==> src/design/axi_pkg.sv <==
`default_nettype none

// axi side field types and fixed codes
package axi_pkg;

    typedef logic [31:0] axi_addr_t;  // byte address
    typedef logic [31:0] axi_data_t;  // one data beat
    typedef logic [7:0]  axi_len_t;   // beats minus one
    typedef logic [2:0]  axi_size_t;  // log2 bytes per beat

    // burst lengths used by the bridge
    localparam axi_len_t AXI_LEN_LINE = 8'd3;  // four beats
    localparam axi_len_t AXI_LEN_WORD = 8'd0;  // single beat

    // every beat is a full 32-bit word
    localparam axi_size_t AXI_SIZE_WORD = 3'd2;

    // transaction ids, instruction fetch vs data
    localparam logic [3:0] AXI_ID_INST = 4'd0;
    localparam logic [3:0] AXI_ID_DATA = 4'd1;

    // default id width, overridable from the top
    localparam int AXI_ID_W = 4;

endpackage

`default_nettype wire

==> src/design/cache_pkg.sv <==
`default_nettype none

// cache side request and data types
package cache_pkg;

    typedef logic [2:0] req_type_t;   // request kind from the cache
    localparam req_type_t REQ_LINE = 3'b100;  // anything else is one word

    typedef logic [31:0] cache_word_t;
    typedef logic [3:0]  cache_strb_t;  // byte enables

    localparam int LINE_WORDS = 4;  // words per cache line

    // one line, flat or per beat
    // beat[0] sits in the low word and goes out first
    typedef union packed {
        logic [LINE_WORDS*32-1:0]      flat;
        cache_word_t [LINE_WORDS-1:0]  beat;
    } cache_line_u;

    // which cache owns the read in flight
    typedef enum logic {
        OWNER_INST = 1'b0,
        OWNER_DATA = 1'b1
    } rd_owner_t;

endpackage

`default_nettype wire

==> src/design/rd_txn_if.sv <==
`timescale 1ns/1ps
`default_nettype none

// hand-off between read address side and read data side
interface rd_txn_if
    import cache_pkg::*;
();

    logic      start;  // pulse on ar handshake
    rd_owner_t owner;  // held for the whole read
    logic      busy;   // read outstanding
    logic      done;   // pulse on last accepted beat

    modport arbiter (
        output start,
        output owner,
        output busy,
        input  done
    );

    modport returner (
        input  start,
        input  owner,
        input  busy,
        output done
    );

endinterface

`default_nettype wire

==> src/design/cache_axi_bridge.sv <==
`timescale 1ns/1ps
`default_nettype none

// top level, icache and dcache ports to one axi master
module cache_axi_bridge
    import axi_pkg::*;
    import cache_pkg::*;
#(
    parameter int ID_W = AXI_ID_W
) (
    input  wire logic        clk,
    input  wire logic        reset,
    // icache read
    input  wire logic        icache_rd_req,
    input  wire req_type_t   icache_rd_type,
    input  wire axi_addr_t   icache_rd_addr,
    output logic             icache_rd_rdy,
    output logic             icache_ret_valid,
    output logic             icache_ret_last,
    output cache_word_t      icache_ret_data,
    // dcache read
    input  wire logic        dcache_rd_req,
    input  wire req_type_t   dcache_rd_type,
    input  wire axi_addr_t   dcache_rd_addr,
    output logic             dcache_rd_rdy,
    output logic             dcache_ret_valid,
    output logic             dcache_ret_last,
    output cache_word_t      dcache_ret_data,
    // dcache write
    input  wire logic        dcache_wr_req,
    input  wire req_type_t   dcache_wr_type,
    input  wire axi_addr_t   dcache_wr_addr,
    input  wire cache_strb_t dcache_wr_strb,
    input  wire cache_line_u dcache_wr_data,
    output logic             dcache_wr_rdy,
    // axi read
    output logic [ID_W-1:0]  arid,
    output axi_addr_t        araddr,
    output axi_len_t         arlen,
    output axi_size_t        arsize,
    output logic             arvalid,
    input  wire logic        arready,
    input  wire axi_data_t   rdata,
    input  wire logic        rlast,
    input  wire logic        rvalid,
    output logic             rready,
    // axi write
    output logic [ID_W-1:0]  awid,
    output axi_addr_t        awaddr,
    output axi_len_t         awlen,
    output axi_size_t        awsize,
    output logic             awvalid,
    input  wire logic        awready,
    output axi_data_t        wdata,
    output cache_strb_t      wstrb,
    output logic             wlast,
    output logic             wvalid,
    input  wire logic        wready,
    input  wire logic        bvalid,
    output logic             bready
);

    rd_txn_if rd_txn ();  // ar side to r side

    read_arbiter #(.ID_W(ID_W)) u_read_arbiter (
        .clk            (clk),
        .reset          (reset),
        .icache_rd_req  (icache_rd_req),
        .icache_rd_type (icache_rd_type),
        .icache_rd_addr (icache_rd_addr),
        .icache_rd_rdy  (icache_rd_rdy),
        .dcache_rd_req  (dcache_rd_req),
        .dcache_rd_type (dcache_rd_type),
        .dcache_rd_addr (dcache_rd_addr),
        .dcache_rd_rdy  (dcache_rd_rdy),
        .arid           (arid),
        .araddr         (araddr),
        .arlen          (arlen),
        .arsize         (arsize),
        .arvalid        (arvalid),
        .arready        (arready),
        .txn            (rd_txn.arbiter)
    );

    read_return u_read_return (
        .clk              (clk),
        .reset            (reset),
        .rdata            (rdata),
        .rlast            (rlast),
        .rvalid           (rvalid),
        .rready           (rready),
        .icache_ret_valid (icache_ret_valid),
        .icache_ret_last  (icache_ret_last),
        .icache_ret_data  (icache_ret_data),
        .dcache_ret_valid (dcache_ret_valid),
        .dcache_ret_last  (dcache_ret_last),
        .dcache_ret_data  (dcache_ret_data),
        .txn              (rd_txn.returner)
    );

    // write path shares nothing with the read side
    write_engine #(.ID_W(ID_W)) u_write_engine (
        .clk            (clk),
        .reset          (reset),
        .dcache_wr_req  (dcache_wr_req),
        .dcache_wr_type (dcache_wr_type),
        .dcache_wr_addr (dcache_wr_addr),
        .dcache_wr_strb (dcache_wr_strb),
        .dcache_wr_data (dcache_wr_data),
        .dcache_wr_rdy  (dcache_wr_rdy),
        .awid           (awid),
        .awaddr         (awaddr),
        .awlen          (awlen),
        .awsize         (awsize),
        .awvalid        (awvalid),
        .awready        (awready),
        .wdata          (wdata),
        .wstrb          (wstrb),
        .wlast          (wlast),
        .wvalid         (wvalid),
        .wready         (wready),
        .bvalid         (bvalid),
        .bready         (bready)
    );

endmodule

`default_nettype wire

==> src/design/read_arbiter.sv <==
`timescale 1ns/1ps
`default_nettype none

// picks icache or dcache read, drives ar channel
module read_arbiter
    import axi_pkg::*;
    import cache_pkg::*;
#(
    parameter int ID_W = AXI_ID_W
) (
    input  wire logic       clk,
    input  wire logic       reset,
    input  wire logic       icache_rd_req,
    input  wire req_type_t  icache_rd_type,
    input  wire axi_addr_t  icache_rd_addr,
    output logic            icache_rd_rdy,
    input  wire logic       dcache_rd_req,
    input  wire req_type_t  dcache_rd_type,
    input  wire axi_addr_t  dcache_rd_addr,
    output logic            dcache_rd_rdy,
    output logic [ID_W-1:0] arid,
    output axi_addr_t       araddr,
    output axi_len_t        arlen,
    output axi_size_t       arsize,
    output logic            arvalid,
    input  wire logic       arready,
    rd_txn_if.arbiter       txn
);

    typedef enum logic {
        ST_IDLE,
        ST_ACTIVE
    } arb_state_t;

    arb_state_t      state;
    logic            arvalid_q;
    logic            grant_d;   // data cache wins ties
    logic            grant_i;
    logic [ID_W-1:0] arid_q;
    axi_addr_t       araddr_q;
    axi_len_t        arlen_q;
    rd_owner_t       owner_q;

    assign grant_d = (state == ST_IDLE) && dcache_rd_req;
    assign grant_i = (state == ST_IDLE) && icache_rd_req && !dcache_rd_req;

    assign dcache_rd_rdy = grant_d;  // same cycle as the request
    assign icache_rd_rdy = grant_i;

    // control state
    always_ff @(posedge clk)
    begin
        if (reset)
        begin
            state     <= ST_IDLE;
            arvalid_q <= 1'b0;
        end
        else
        begin
            case (state)
                ST_IDLE:
                begin
                    if (grant_d || grant_i)
                    begin
                        state     <= ST_ACTIVE;
                        arvalid_q <= 1'b1;  // address goes out next cycle
                    end
                end
                ST_ACTIVE:
                begin
                    if (arvalid_q && arready)
                        arvalid_q <= 1'b0;  // address taken
                    if (txn.done)
                        state <= ST_IDLE;   // free again next cycle
                end
                default: state <= ST_IDLE;
            endcase
        end
    end

    // request payload, only loaded on a grant
    always_ff @(posedge clk)
    begin
        if (grant_d)
        begin
            araddr_q <= {dcache_rd_addr[31:2], 2'b00};  // word aligned
            arid_q   <= ID_W'(AXI_ID_DATA);
            arlen_q  <= (dcache_rd_type == REQ_LINE) ? AXI_LEN_LINE : AXI_LEN_WORD;
            owner_q  <= OWNER_DATA;
        end
        else if (grant_i)
        begin
            araddr_q <= icache_rd_addr;  // fetch address as is
            arid_q   <= ID_W'(AXI_ID_INST);
            arlen_q  <= (icache_rd_type == REQ_LINE) ? AXI_LEN_LINE : AXI_LEN_WORD;
            owner_q  <= OWNER_INST;
        end
    end

    assign arid    = arid_q;
    assign araddr  = araddr_q;
    assign arlen   = arlen_q;
    assign arsize  = AXI_SIZE_WORD;  // always full words
    assign arvalid = arvalid_q;

    assign txn.start = arvalid_q && arready;  // handshake pulse
    assign txn.owner = owner_q;
    assign txn.busy  = (state == ST_ACTIVE);

endmodule

`default_nettype wire

==> src/design/read_return.sv <==
`timescale 1ns/1ps
`default_nettype none

// takes r beats and hands them to the owning cache
module read_return
    import axi_pkg::*;
    import cache_pkg::*;
(
    input  wire logic      clk,
    input  wire logic      reset,
    input  wire axi_data_t rdata,
    input  wire logic      rlast,
    input  wire logic      rvalid,
    output logic           rready,
    output logic           icache_ret_valid,
    output logic           icache_ret_last,
    output cache_word_t    icache_ret_data,
    output logic           dcache_ret_valid,
    output logic           dcache_ret_last,
    output cache_word_t    dcache_ret_data,
    rd_txn_if.returner     txn
);

    logic        rready_q;
    logic        beat_fire;  // beat accepted this cycle
    logic        ivalid_q;
    logic        dvalid_q;
    logic        last_q;
    cache_word_t data_q;

    assign beat_fire = rvalid && rready_q && txn.busy;
    assign txn.done  = beat_fire && rlast;  // ends the read

    // rready from after the ar handshake up to the last beat
    always_ff @(posedge clk)
    begin
        if (reset)
            rready_q <= 1'b0;
        else if (txn.start)
            rready_q <= 1'b1;
        else if (txn.done)
            rready_q <= 1'b0;
    end

    // one valid strobe per beat, steered by owner
    always_ff @(posedge clk)
    begin
        if (reset)
        begin
            ivalid_q <= 1'b0;
            dvalid_q <= 1'b0;
        end
        else
        begin
            ivalid_q <= beat_fire && (txn.owner == OWNER_INST);
            dvalid_q <= beat_fire && (txn.owner == OWNER_DATA);
        end
    end

    always_ff @(posedge clk)
    begin
        if (beat_fire)
        begin
            data_q <= rdata;
            last_q <= rlast;
        end
    end

    assign rready = rready_q;

    assign icache_ret_valid = ivalid_q;
    assign icache_ret_last  = ivalid_q && last_q;
    assign icache_ret_data  = data_q;  // shared, valid tells whose it is
    assign dcache_ret_valid = dvalid_q;
    assign dcache_ret_last  = dvalid_q && last_q;
    assign dcache_ret_data  = data_q;

endmodule

`default_nettype wire

==> src/design/write_engine.sv <==
`timescale 1ns/1ps
`default_nettype none

// dcache write path, aw then w beats then b
module write_engine
    import axi_pkg::*;
    import cache_pkg::*;
#(
    parameter int ID_W = AXI_ID_W
) (
    input  wire logic        clk,
    input  wire logic        reset,
    input  wire logic        dcache_wr_req,
    input  wire req_type_t   dcache_wr_type,
    input  wire axi_addr_t   dcache_wr_addr,
    input  wire cache_strb_t dcache_wr_strb,
    input  wire cache_line_u dcache_wr_data,
    output logic             dcache_wr_rdy,
    output logic [ID_W-1:0]  awid,
    output axi_addr_t        awaddr,
    output axi_len_t         awlen,
    output axi_size_t        awsize,
    output logic             awvalid,
    input  wire logic        awready,
    output axi_data_t        wdata,
    output cache_strb_t      wstrb,
    output logic             wlast,
    output logic             wvalid,
    input  wire logic        wready,
    input  wire logic        bvalid,
    output logic             bready
);

    typedef enum logic [1:0] {
        WR_IDLE,
        WR_ADDR,
        WR_DATA,
        WR_RESP
    } wr_state_t;

    wr_state_t   state;
    logic        capture;   // request taken this cycle
    logic [1:0]  beat_cnt;  // current w beat
    axi_addr_t   awaddr_q;
    axi_len_t    awlen_q;
    cache_strb_t strb_q;
    cache_line_u line_q;

    assign dcache_wr_rdy = (state == WR_IDLE);
    assign capture       = dcache_wr_rdy && dcache_wr_req;

    // last beat once the counter reaches the burst length
    // awlen is 0 or 3, so its low bits are enough
    assign wlast = (beat_cnt == awlen_q[1:0]);

    always_ff @(posedge clk)
    begin
        if (reset)
        begin
            state    <= WR_IDLE;
            beat_cnt <= 2'd0;
        end
        else
        begin
            case (state)
                WR_IDLE:
                begin
                    if (capture)
                    begin
                        state    <= WR_ADDR;
                        beat_cnt <= 2'd0;
                    end
                end
                WR_ADDR:
                begin
                    if (awready)
                        state <= WR_DATA;  // wvalid from next cycle
                end
                WR_DATA:
                begin
                    if (wready)
                    begin
                        if (wlast)
                            state <= WR_RESP;
                        else
                            beat_cnt <= beat_cnt + 2'd1;  // next word
                    end
                end
                WR_RESP:
                begin
                    if (bvalid)
                        state <= WR_IDLE;  // rdy back next cycle
                end
                default: state <= WR_IDLE;
            endcase
        end
    end

    // payload held from capture until the response
    always_ff @(posedge clk)
    begin
        if (capture)
        begin
            awaddr_q <= dcache_wr_addr;
            awlen_q  <= (dcache_wr_type == REQ_LINE) ? AXI_LEN_LINE : AXI_LEN_WORD;
            strb_q   <= dcache_wr_strb;  // same enables on every beat
            line_q   <= dcache_wr_data;
        end
    end

    assign awid    = ID_W'(AXI_ID_DATA);  // writes are always data
    assign awaddr  = awaddr_q;
    assign awlen   = awlen_q;
    assign awsize  = AXI_SIZE_WORD;
    assign awvalid = (state == WR_ADDR);

    assign wdata  = line_q.beat[beat_cnt];  // low word first
    assign wstrb  = strb_q;
    assign wvalid = (state == WR_DATA);

    assign bready = (state == WR_RESP);

endmodule

`default_nettype wire

==> config.mk <==
export PLATFORM = sky130hd
export DESIGN_NAME = cache_axi_bridge
export DESIGN_NICKNAME = d
export VERILOG_FILES = /design/src/design/axi_pkg.sv /design/src/design/cache_pkg.sv /design/src/design/rd_txn_if.sv /design/src/design/cache_axi_bridge.sv /design/src/design/read_arbiter.sv /design/src/design/read_return.sv /design/src/design/write_engine.sv
export SDC_FILE = /design/constraint.sdc
export NUM_CORES = 1
export LEC_CHECK = 0
export BUFFER_PORTS_ARGS = -buffer_cell sky130_fd_sc_hd__buf_2
export CAP_MARGIN = 5
export CORE_AREA = 2 2 189 191
export CTS_CLUSTER_SIZE = 16
export DETAILED_ROUTE_END_ITERATION = 7
export DIE_AREA = 0 0 191 193
export GPL_TIMING_DRIVEN = 0
export PLACE_DENSITY = 0.51
export RECOVER_POWER = 100
export SETUP_SLACK_MARGIN = 0.15
export SYNTH_ARGS = -nofsm -noshare
export SYNTH_HDL_FRONTEND = slang
export SYNTH_SLANG_ARGS = --single-unit
==> constraint.sdc <==
create_clock -name clk -period 6.66 [get_ports clk]
set_input_delay 0.999 -clock clk [delete_from_list [all_inputs] [get_ports clk]]
set_output_delay 0.999 -clock clk [all_outputs]
set_load 0.01 [all_outputs]
# == After elaboration in Yosys (flattened, before gate mapping) ==
# Index checks and enable logic that the tools add are counted.
# op_classes
add_sub_neg,1
mul,0
div,0
order_cmp,1
eq_ne,15
shift,0
n_mux,27
bitwise_logic,2
reduce_logical,21
# op_table
cell,count
$mux W32,3
$bmux W32 S2,1
$mux W2,11
$mux W8,2
$logic_and A1 B1 Y1,12
$ne A2 B2 Y1 const B,6
$eq A3 B3 Y1 const B,3
$pmux W2 S4,1
$mux W1,6
$reduce_bool A2 Y1,3
$reduce_and A5 Y1,1
$eq A2 B2 Y1 const B,2
$ne A2 B1 Y1 const B,2
$pmux W1 S2,2
$pmux W2 S2,1
$reduce_and A4 Y1,1
$lt A2 B3 Y1 const B,1
$add A2 B1 Y2 const B,1
$eq A2 B1 Y1 const B,1
$eq A2 B2 Y1,1
$logic_not A2 Y1,1
$not A1 Y1,2
$reduce_and A2 Y1,1
$logic_not A1 Y1,1
$logic_or A1 B1 Y1,1
# totals
regBits,255
latch_bits,0
ramBits,0
mem_bits_ro,0
inputBits,280
out_inout_bits,207
elab_cells,84
mem_count,0

# == Logic depth before layout (Yosys ltp) ==
# Gate-level depths: netlist of the first run.
# logic_depth
word_depth,6
ltp_mapped,6
ltp_nobuf,6

# == By module ==
# Synthesis of the first run repeated with hierarchy kept, for this count alone.
# unflattened
hier_cells,444
hier_area_um2,9148.8
# by_module_without_submodules
module,n_inst,cells_per_inst,area_each_um2
write_engine,1,261,6177.2
read_arbiter,1,105,1612.8
read_return,1,78,1358.8

# == Worst setup path after synthesis of the first run ==
# No wires, ideal clock.
# synth_timing
kind,input port to flip-flop
start,in dcache_wr_req
end,reg u_write_engine.awaddr_q[0] (netlist: u_write_engine.awaddr[0]) (enable)
setup_ps,544
t_arrival_ps,4735
slack_ps,1381
path_stages,1
n_path_buf,0
path_cell_list,and2_1
# synth_via
elab_chain_cells,1
# synth_rtl
item,line_no,text
from (decl),cache_axi_bridge.sv:30,"input wire logic dcache_wr_req,"
$logic_and A1 B1 Y1,write_engine.sv:50,assign capture = dcache_wr_rdy && dcache_wr_req;
to (signal assigned),write_engine.sv:104,awaddr_q <= dcache_wr_addr;
to (decl),write_engine.sv:44,axi_addr_t awaddr_q;
# No other way between the ends.
# A chain may end at the register's enable or synchronous reset.

# == Worst setup path after layout of the first run ==
# layout_timing
start,reg u_write_engine.state[1]
end,reg u_write_engine.line_q[73] (netlist bit) (enable)
# layout_via
elab_chain_cells,2
# layout_rtl
item,line_no,text
from (decl),write_engine.sv:41,wr_state_t state;
from (signal assigned),write_engine.sv:60,state <= WR_IDLE;
from (signal assigned),write_engine.sv:70,state <= WR_ADDR;
from (signal assigned),write_engine.sv:77,state <= WR_DATA;
$logic_not A2 Y1,write_engine.sv:49,assign dcache_wr_rdy = (state == WR_IDLE);
$logic_and A1 B1 Y1,write_engine.sv:50,
via u_write_engine.capture,write_engine.sv:42,logic capture;
to (signal assigned),write_engine.sv:107,line_q <= dcache_wr_data;
to (decl),write_engine.sv:47,cache_line_u line_q;
# The timed path passes the listed nets, and every way through them passes these cells.

==> results of run 1 <==
sequential cells by signal (all words and copies together) (netlist names), 2 cells and up:
signal / count
u_write_engine.beat_cnt: 2
u_write_engine.line_q: 128
u_write_engine.awaddr: 32
u_write_engine.state: 2
u_read_return.dcache_ret_data: 32
u_write_engine.wstrb: 4
u_read_arbiter.araddr: 32
power breakdown:
| part | internal, mW | switching [mW] | total, mW |
|---|---|---|---|
| Clock | 0.828 | 0.576 | 1.40 |
| Sequential | 2.03 | 0.0707 | 2.10 |
| Combinational | 0.261 | 0.409 | 0.670 |
| Total | 3.11 | 1.06 | 4.17 |
worst register-to-register path: stages (launching register included):
cell and delay [ps]:
dfxtp_1 320, inv_1 100, ha_1 240, and2_0 2960, buf_16 310
per-stage QoR:
| step | cells | total power, mW | worst slack (ps) |
|---|---|---|---|
| 3_5_place_dp | 1389 | 2.83 | 3710 |
| 2_1_floorplan | 468 | 2.52 | 1380 |
| 3_3_place_gp | 1387 | 2.87 | -598 |
| 4_1_cts | 1440 | 4.26 | 3490 |
| 5_1_grt | 1444 | 4.38 | 1880 |
| 6_report | 1445 | 4.17 | 2320 |
cell usage in the layout (no fill, tap or decap), types with 2 or more instances in the layout:
| master | netlist | layout |
|---|---|---|
| a21oi_1 | 5 | 5 |
| a22o_1 | 30 | 30 |
| and2_0 | 0 | 2 |
| buf_16 | 0 | 2 |
| buf_2 | 4 | 309 |
| buf_4 | 63 | 31 |
| buf_6 | 7 | 2 |
| clkbuf_1 | 1 | 170 |
| clkbuf_16 | 0 | 29 |
| clkbuf_4 | 0 | 29 |
| clkinv_1 | 0 | 9 |
| clkinv_2 | 0 | 4 |
| conb_1 | 2 | 25 |
| dfxtp_1 | 12 | 12 |
| diode_2 | 0 | 4 |
| edfxtp_1 | 229 | 229 |
| ha_1 | 4 | 4 |
| inv_1 | 4 | 5 |
| mux4_2 | 32 | 32 |
| nand2_1 | 10 | 10 |
| nand2b_1 | 5 | 5 |
| nand3_1 | 2 | 2 |
| nand3_2 | 2 | 2 |
| nor2_1 | 8 | 8 |
| nor3_1 | 2 | 2 |
| nor3b_1 | 2 | 3 |
| o21ai_0 | 3 | 3 |
| or3_1 | 2 | 2 |
layout make-up:
class | instances | area, µm² | share of cell area
diodes | 4 | 10.0 | 0.000788
plain buffers | 75 | 526 | 0.0414
clock buffers | 36 | 752 | 0.0592
clock inverters | 15 | 92.6 | 0.00729
inverters | 5 | 18.8 | 0.00148
multi-input cells | 147 | 1450 | 0.114
flip-flops and latches | 241 | 7120 | 0.560
well taps | 461 | 577 | 0.0454
repair buffers | 461 | 2160 | 0.170
path summary, 6_finish.rpt:
check                                                to  slack [ps]  cells after the start
hold / removal    u_read_arbiter.araddr[1]$_SDFFE_PP0P_         460                      2
setup reg to reg    u_write_engine.line_q[73]$_DFFE_PP_        2320                      4
hold reg to reg   u_read_arbiter.araddr[1]$_SDFFE_PP0P_         460                      2
setup / recovery    u_write_engine.line_q[73]$_DFFE_PP_        2320                      4
routing by layer:
metal | up-vias | track usage
met5 | - | 0
met4 | 0 | 0.0403
met3 | 37 | 0.0405
met2 | 234 | 0.207
met1 | 2798 | 0.145
li1 | 2722 | -
kinds of logic (layout without fill, tap and decap cells):
group / Yosys count / after routing / synth area share
compound gates: 48 / 48 / 0.0423
mux: 32 / 32 / 0.0793
other cells: 2 / 29 / 0.000827
fa+ha+maj: 4 / 4 / 0.00551
flops: 241 / 241 / 0.783
buf+inv: 80 / 592 / 0.0654
simple gates: 38 / 38 / 0.0231
==> flow_metrics.tcl, run 1 <==
set metrics [dict create \
    status "complete, but fails checks" \
    violations "capacitance limit, slew limit" \
    reg2reg_from "u_write_engine.state[1]$_SDFFE_PP0P_" \
    final_core_util 0.363 \
    drc 0 \
    wl_per_cell_um 16.7 \
    hold_buffers 0 \
    vdd_drop_max_v 0.000220 \
    min_period_over_period 0.651 \
    io_pins 487 \
    postCtsSetupRepairBufs 0 \
    min_path_type "reg -> reg" \
    wl_met3_mm 1.88 \
    ys_types 35 \
    synth-main-ff-cell "edfxtp_1" \
    synth_area_um2 9080 \
    routed.top_layer "met4" \
    layout-drive-gt1-share 0.451 \
    place_congestion 0.759 \
    clk_pin_slew_ps 60 \
    syn_to_final_growth_pct 39.8 \
    maxCapViolCount 2 \
    cts_tree "done" \
    cp.required_ps 6850 \
    fmax_mhz 231 \
    num-fill-cells 3490 \
    track_usage 0.122 \
    postPlaceCellArea_um2 12100 \
    critical_path_arrival_ps 4530 \
    yosys_warnings 0 \
    p_per_area_nw_per_um2 328 \
    post-dp-hpwl_mm 18.6 \
    p_leak_nw 4.95 \
    hold_ws_ps 465 \
    layout.nets 1243 \
    critPathLaunch "u_write_engine.state[1]$_SDFFE_PP0P_" \
    fp-row-count 69 \
    grt.overflow.total 0 \
    setup_tns_ps 0 \
    hold_violations 0 \
    synth.top_cells.by_area "edfxtp_1 76%, mux4_2 7.9%, buf_4 5.2%, a22o_1 2.9%, dfxtp_1 2.6%" \
    synth.most_common_cell "edfxtp_1" \
    postSynthAreaPerCell_um2 20.4 \
    dr_total_vias 5791 \
    rsz0062_at_grt "false" \
    worstSetupPathType "reg -> reg" \
    synthCells 445 \
    cp-start-kind "flip-flop" \
    cts-root-buf "clkbuf_16" \
    clock_latency_ps 540 \
    h-tree-depth 1 \
    die_h_um 193 \
    tritoncts.num_buffers 28 \
    m1WireLength_mm 9.39 \
    drv_slew 89 \
    slowest_delay_ps 2960 \
    worst_pin_slew_ps 4130 \
    die-area_um2 36900 \
    path_cells "inv_1 -> ha_1 -> and2_0 -> buf_16" \
    finalSetupViolations 0 \
    synth-seq-cells 241 \
    critPathCaptureType "flip-flop" \
    worstPathBufferInverterCount 2 \
    routed_wl_mm 24.2 \
    final_antenna_net_count 0 \
    grt_max_degree 63 \
    portBuffers 458 \
    slew_headroom -1.75 \
    cts_buffer_depth 3 \
    grt_antenna_before_repair 3 \
    skew_ps 14.1 \
    worst_path_max_delay_cell "and2_0" \
    hold_start "u_read_arbiter.araddr[1]$_SDFFE_PP0P_" \
    dr_wl_met2_mm 12.3 \
    cts_sinks 241 \
    final_area_um2 12700 \
    synth_top_cells_by_count "229 x edfxtp_1, 63 x buf_4, 32 x mux4_2" \
    synth_largest_area_cell "edfxtp_1" \
    vias_per_cell 4.01 \
    synth_seq_area_share 0.783 \
    cts_resized 0 \
    drt_iter0_markers 184 \
    min_period_ps 4340 \
    cp_top_family "simple AND/OR/NAND/NOR gates" \
    drt_first_pass_iters 4 \
    die_x_um 191 \
    grt_pass1_wl_mm 33.8 \
    grt_pass1_vias 5885 \
    start_util 0.260 \
    synth_top_area_frac 0.757 \
    cp_max_fo 62 \
    async_flop_share 0 \
    synth-edff-count 229 \
    core_um2 35000 \
]
No activity file was read; power rests on OpenSTA's default activity.
==> inputs of run 2 (changes only) <==
clock period = 4.28 ns   (was 6.66 ns; I/O delays follow)
==> flow_metrics.tcl, run 2 (synthesis gave the netlist of run 1 again) <==
set metrics [dict create \
    die_h_um 193 \
    layout.nets 1243 \
    die_x_um 191 \
    cp.required_ps 3640 \
    cp-start-kind "flip-flop" \
    vias_per_cell 4.02 \
    drt_iter0_markers 231 \
    hold_buffers 0 \
    cp_top_family "buffers and inverters" \
    vdd_drop_max_v 0.000324 \
    dr_total_vias 5793 \
    final_antenna_net_count 0 \
    slowest_delay_ps 720 \
    maxCapViolCount 2 \
    drt_first_pass_iters 5 \
    p_per_area_nw_per_um2 507 \
    critPathCaptureType "output pin" \
    portBuffers 458 \
    tritoncts.num_buffers 27 \
    grt_antenna_before_repair 3 \
    min_period_ps 3310 \
    clk_pin_slew_ps 60 \
    h-tree-depth 1 \
    fmax_mhz 302 \
    hold_ws_ps 250 \
    place_congestion 0.726 \
    io_pins 487 \
    rsz0062_at_grt "false" \
    wl_met3_mm 2.23 \
    min_period_over_period 0.774 \
    syn_to_final_growth_pct 39.9 \
    drv_slew 96 \
    hold_violations 0 \
    cp_max_fo 10 \
    final_cell_mix "304 x buf_2, 229 x edfxtp_1, 167 x clkbuf_1" \
    dr_wl_met2_mm 12.3 \
    final_common_cell "buf_2" \
    drc 0 \
    m1WireLength_mm 9.18 \
    core_um2 35000 \
    cts-root-buf "clkbuf_16" \
    grt_pass1_wl_mm 33.8 \
    top_register "u_write_engine.line_q" \
    cts_tree "done" \
    status "complete, but fails checks" \
    routed_wl_mm 24.4 \
    skew_ps 31.0 \
    slew_headroom -0.145 \
    grt_pass1_vias 5849 \
    worst_pin_slew_ps 1720 \
    p_leak_nw 4.95 \
    clock_latency_ps 560 \
    path_cells "clkbuf_1 -> clkbuf_1 -> mux4_2 -> clkbuf_1" \
    routed.top_layer "met5" \
    cts_sinks 241 \
    post-dp-hpwl_mm 18.8 \
    violations "capacitance limit, slew limit" \
    worst_path_max_delay_cell "clkbuf_1" \
    setup_tns_ps 0 \
    track_usage 0.122 \
    finalSetupViolations 0 \
    largest_register_ffs 128 \
    start_util 0.260 \
    min_path_type "in -> reg" \
    cts_buffer_depth 3 \
    die-area_um2 36900 \
    grt.overflow.total 0 \
    layout-drive-gt1-share 0.457 \
    wl_per_cell_um 16.9 \
    worstSetupPathType "reg -> out" \
    postCtsSetupRepairBufs 0 \
    worstPathBufferInverterCount 3 \
    cts_resized 0 \
    critical_path_arrival_ps 2670 \
    grt_max_degree 64 \
    crit_top_cell "clkbuf_1" \
    fp-row-count 69 \
]
run 2: per-layer routing:
metal,GRT usage,vias up
li1,-,2726
met1,0.145,2770
met2,0.209,252
met3,0.0454,41
met4,0.0325,4
met5,0,-
run 2: final cells by class:
cell class	count	area [µm²]
antenna	1	2.50
multi-input combinational	147	1450
fill	3484	22300
clock buffer	28	679
tap	461	577
timing repair buffer	462	2160
buffer	75	544
clock inverter	22	159
inverter	5	18.8
sequential	241	7120
run 2: report_power, final:
part	internal (mW)	switching (mW)	total [mW]
sequential	3.14	0.106	3.24
combinational	0.404	0.633	1.04
clock	1.22	0.941	2.16
total	4.76	1.68	6.44
run 2: stage by stage:
| step | cell area, µm² | setup WS, ps | cells | total power, mW | util |
|---|---|---|---|---|---|
| 5_1_grt | 12700 | 738 | 1441 | 6.77 | 0.363 |
| 2_1_floorplan | 9170 | 1120 | 468 | 3.88 | - |
| 3_5_place_dp | 12100 | 1850 | 1390 | 4.43 | 0.347 |
| 3_3_place_gp | 12000 | 107 | 1387 | 4.40 | 0.344 |
| 4_1_cts | 13000 | 1430 | 1440 | 6.63 | 0.371 |
| 6_report | 12700 | 967 | 1442 | 6.44 | 0.363 |
run 2: worst paths after layout:
path,from,end,slack (ps),cells past startpoint
worst min-delay path,dcache_wr_data[94],u_write_engine.line_q[94]$_DFFE_PP_,250,1
worst min register to register,u_read_arbiter.araddr[1]$_SDFFE_PP0P_,u_read_arbiter.araddr[1]$_SDFFE_PP0P_,500,2
worst max-delay path,u_write_engine.beat_cnt[1]$_SDFFE_PP0P_,wdata[4],970,4
worst max register to register,u_read_arbiter.txn.busy$_SDFF_PP0_,u_read_arbiter.araddr[25]$_DFFE_PP_,1240,2
==> inputs of run 3 (changes only) <==
ABC_AREA = 1   (was not set)
CORE_AREA = 2 2 188 190   (was 2 2 189 191)
DIE_AREA = 0 0 190 192   (was 0 0 191 193)
PLACE_DENSITY = 0.54   (was 0.51)
clock period = 2.7 ns   (was 4.28 ns; I/O delays follow)
==> flow_metrics.tcl, run 3 <==
set metrics [dict create \
    vias_per_cell 4.15 \
    cts_tree "done" \
    final_antenna_net_count 0 \
    die_x_um 190 \
    grt.overflow.total 0 \
    drt_iter0_markers 240 \
    tritoncts.num_buffers 27 \
    die-area_um2 36500 \
    yosys_warnings 0 \
    drt_first_pass_iters 4 \
    synth_largest_area_cell "edfxtp_1" \
    synth_top_cells_by_count "229 x edfxtp_1, 79 x nor2_1, 65 x buf_4" \
    die_h_um 192 \
    vdd_drop_max_v 0.000441 \
    synth-seq-cells 241 \
    synth_area_um2 9240 \
    cp.required_ps 2300 \
    finalSetupViolations 0 \
    synth_top_family_by_area "compound AO/OA/AOI/OAI gates" \
    violations "capacitance limit, slew limit" \
    status "complete, but fails checks" \
    maxCapViolCount 1 \
    synthMuxAreaShare 0 \
    clock_latency_ps 550 \
    postCtsSetupRepairBufs 0 \
    grt_pass1_vias 7124 \
    min_period_ps 2440 \
    h-tree-depth 1 \
    slew_headroom -0.138 \
    critical_path_arrival_ps 2040 \
    place_congestion 0.775 \
    critPathCaptureType "output pin" \
    final_cell_mix "311 x buf_2, 229 x edfxtp_1, 164 x clkbuf_1" \
    synth_seq_area_share 0.770 \
    r2r_cells 7 \
    worstSetupPathType "reg -> out" \
    core_um2 34300 \
    rsz0062_at_grt "false" \
    endpoint "wdata[27]" \
    p_per_area_nw_per_um2 816 \
    regToRegSetupSlack_ps 300 \
    drc 0 \
    multi_input_area_um2 1470 \
    postSynthAreaPerCell_um2 15.1 \
    synth-xor-area-share 0 \
    grt_pass1_wl_mm 41.6 \
    cts_sinks 241 \
    post-dp-hpwl_mm 21.4 \
    final_common_cell "buf_2" \
    portBuffers 459 \
    layout.nets 1522 \
    drv_slew 36 \
    synth_top_area_frac 0.744 \
    timing.rr.end "u_write_engine.awaddr[24]$_DFFE_PP_" \
    grt_antenna_before_repair 5 \
    skew_ps 10.2 \
    regArea_um2 7120 \
    wl_per_cell_um 17.2 \
    layout_setup_ws_ps 258 \
    synth_compound_area_frac 0.0906 \
    synth.top_cells.by_area "edfxtp_1 74%, buf_4 5.3%, nor2_1 3.2%, a22o_1 3.0%, o21ai_0 3.0%" \
    top_register "u_write_engine.line_q" \
    hold_violations 0 \
    routed_wl_mm 29.4 \
    syn_to_final_growth_pct 51.6 \
    fmax_mhz 410 \
    cp_max_fo 10 \
    async_flop_share 0 \
    num-fill-cells 3336 \
    reg2reg_from "u_write_engine.state[0]$_SDFFE_PP0P_" \
    min_period_over_period 0.904 \
    synth-main-ff-cell "edfxtp_1" \
    synth_fa_ha_area_frac 0.00541 \
    synthSimpleGateAreaFrac 0.0539 \
    cts-root-buf "clkbuf_16" \
    start_util 0.270 \
    critPathLaunch "u_write_engine.beat_cnt[1]$_SDFFE_PP0P_" \
    min_path_type "in -> reg" \
    fp-row-count 68 \
    synth.most_common_cell "edfxtp_1" \
    io_pins 487 \
    dp_slack_ps 415 \
    worst_pin_slew_ps 1710 \
    clk_pin_slew_ps 60 \
    dr_total_vias 7114 \
    track_usage 0.151 \
    grt_max_degree 43 \
    synth-edff-count 229 \
    largest_register_ffs 128 \
    cp-start-kind "flip-flop" \
    p_leak_nw 5.69 \
    layout-drive-gt1-share 0.350 \
    ys_types 29 \
    cts_buffer_depth 3 \
    synthCells 611 \
    setup_tns_ps 0 \
]
-- run 3: cell types whose count changed after synthesis, sizes merged, moves of 3 or more --
| cell | before | now |
|---|---|---|
| nand2b | 5 | 0 |
| clkbuf | 1 | 7 |
| buf | 74 | 81 |
| o21ai | 3 | 64 |
| inv | 5 | 18 |
| mux4 | 32 | 0 |
| nand3 | 4 | 9 |
| o22ai | 0 | 33 |
| nor2 | 8 | 81 |
| and2 | 3 | 0 |
| nand2 | 10 | 31 |
-- run 3: critical path, stage by stage (launching register included) --
cell	delay, ps
dfxtp_1	330
buf_6	150
clkbuf_1	390
o21ai_0	180
o22ai_1	250
clkbuf_1	180
-- run 3: worst min path at each step --
stage,start,end,slack [ps],cells past startpoint
6_report,dcache_wr_strb[2],u_write_engine.wstrb[2]$_DFFE_PP_,30,1
4_1_cts,dcache_wr_data[30],u_write_engine.line_q[30]$_DFFE_PP_,0.02,1
3_3_place_gp,u_read_arbiter.araddr[1]$_SDFFE_PP0P_,u_read_arbiter.araddr[1]$_SDFFE_PP0P_,460,1
2_1_floorplan,u_read_arbiter.txn.owner$_SDFFE_PP1P_,u_read_return.icache_ret_valid$_SDFF_PP0_,430,1
3_5_place_dp,u_read_arbiter.arvalid$_SDFFE_PP0P_,u_read_return.rready$_SDFFE_PP0P_,470,2
5_1_grt,rdata[29],u_read_return.dcache_ret_data[29]$_DFFE_PP_,3,1
-- run 3: kinds of logic (layout without fill, tap and decap cells) --
group,Yosys count,in the layout
flip-flops,241,241
AO/OA/AOI/OAI,135,135
AND/OR/NAND/NOR,122,122
buffers and inverters,107,732
adder cells (fa/ha/maj),4,4
other,2,26
-- run 3: report_power, final --
part / total, mW / leakage, nW / switching, mW / internal [mW]
clock network: 3.46 / 0.408 / 1.52 / 1.94
logic: 2.91 / 3.02 / 1.89 / 1.02
registers: 5.06 / 2.27 / 0.170 / 4.89
-- run 3: what timing repair did --
action | in CTS | in global routing
hold endpoints to repair | 111 | 0
endpoints found under the setup margin | 12 | 6
gates resized for setup | 5 | 3
hold buffers | 111 | 0
-- run 3: routing by layer --
metal,global-route usage,part of all wire
met1,0.179,0.39
met2,0.268,0.51
met3,0.0365,0.070
met4,0.0510,0.025
met5,0,0.0019
-- run 3: through the flow --
stage	utilization	instances	hold slack [ps]	area [µm²]	power, mW
6_report	0.409	1715	29.3	14000	11.4
5_1_grt	0.409	1715	2.91	14000	12.0
4_1_cts	0.416	1713	0.0185	14200	11.8
3_5_place_dp	0.359	1552	466	12300	8.13
3_3_place_gp	0.356	1548	457	12200	8.09
2_1_floorplan	-	634	427	9350	6.75
-- run 3: layout make-up --
cell class | count | share of cell area
clock buffer | 32 | 0.0496
tap | 455 | 0.0406
clock inverter | 18 | 0.00947
sequential | 241 | 0.508
antenna | 1 | 0.000179
buffer | 88 | 0.0454
timing repair buffer | 575 | 0.236
multi-input combinational | 286 | 0.105
inverter | 19 | 0.00589
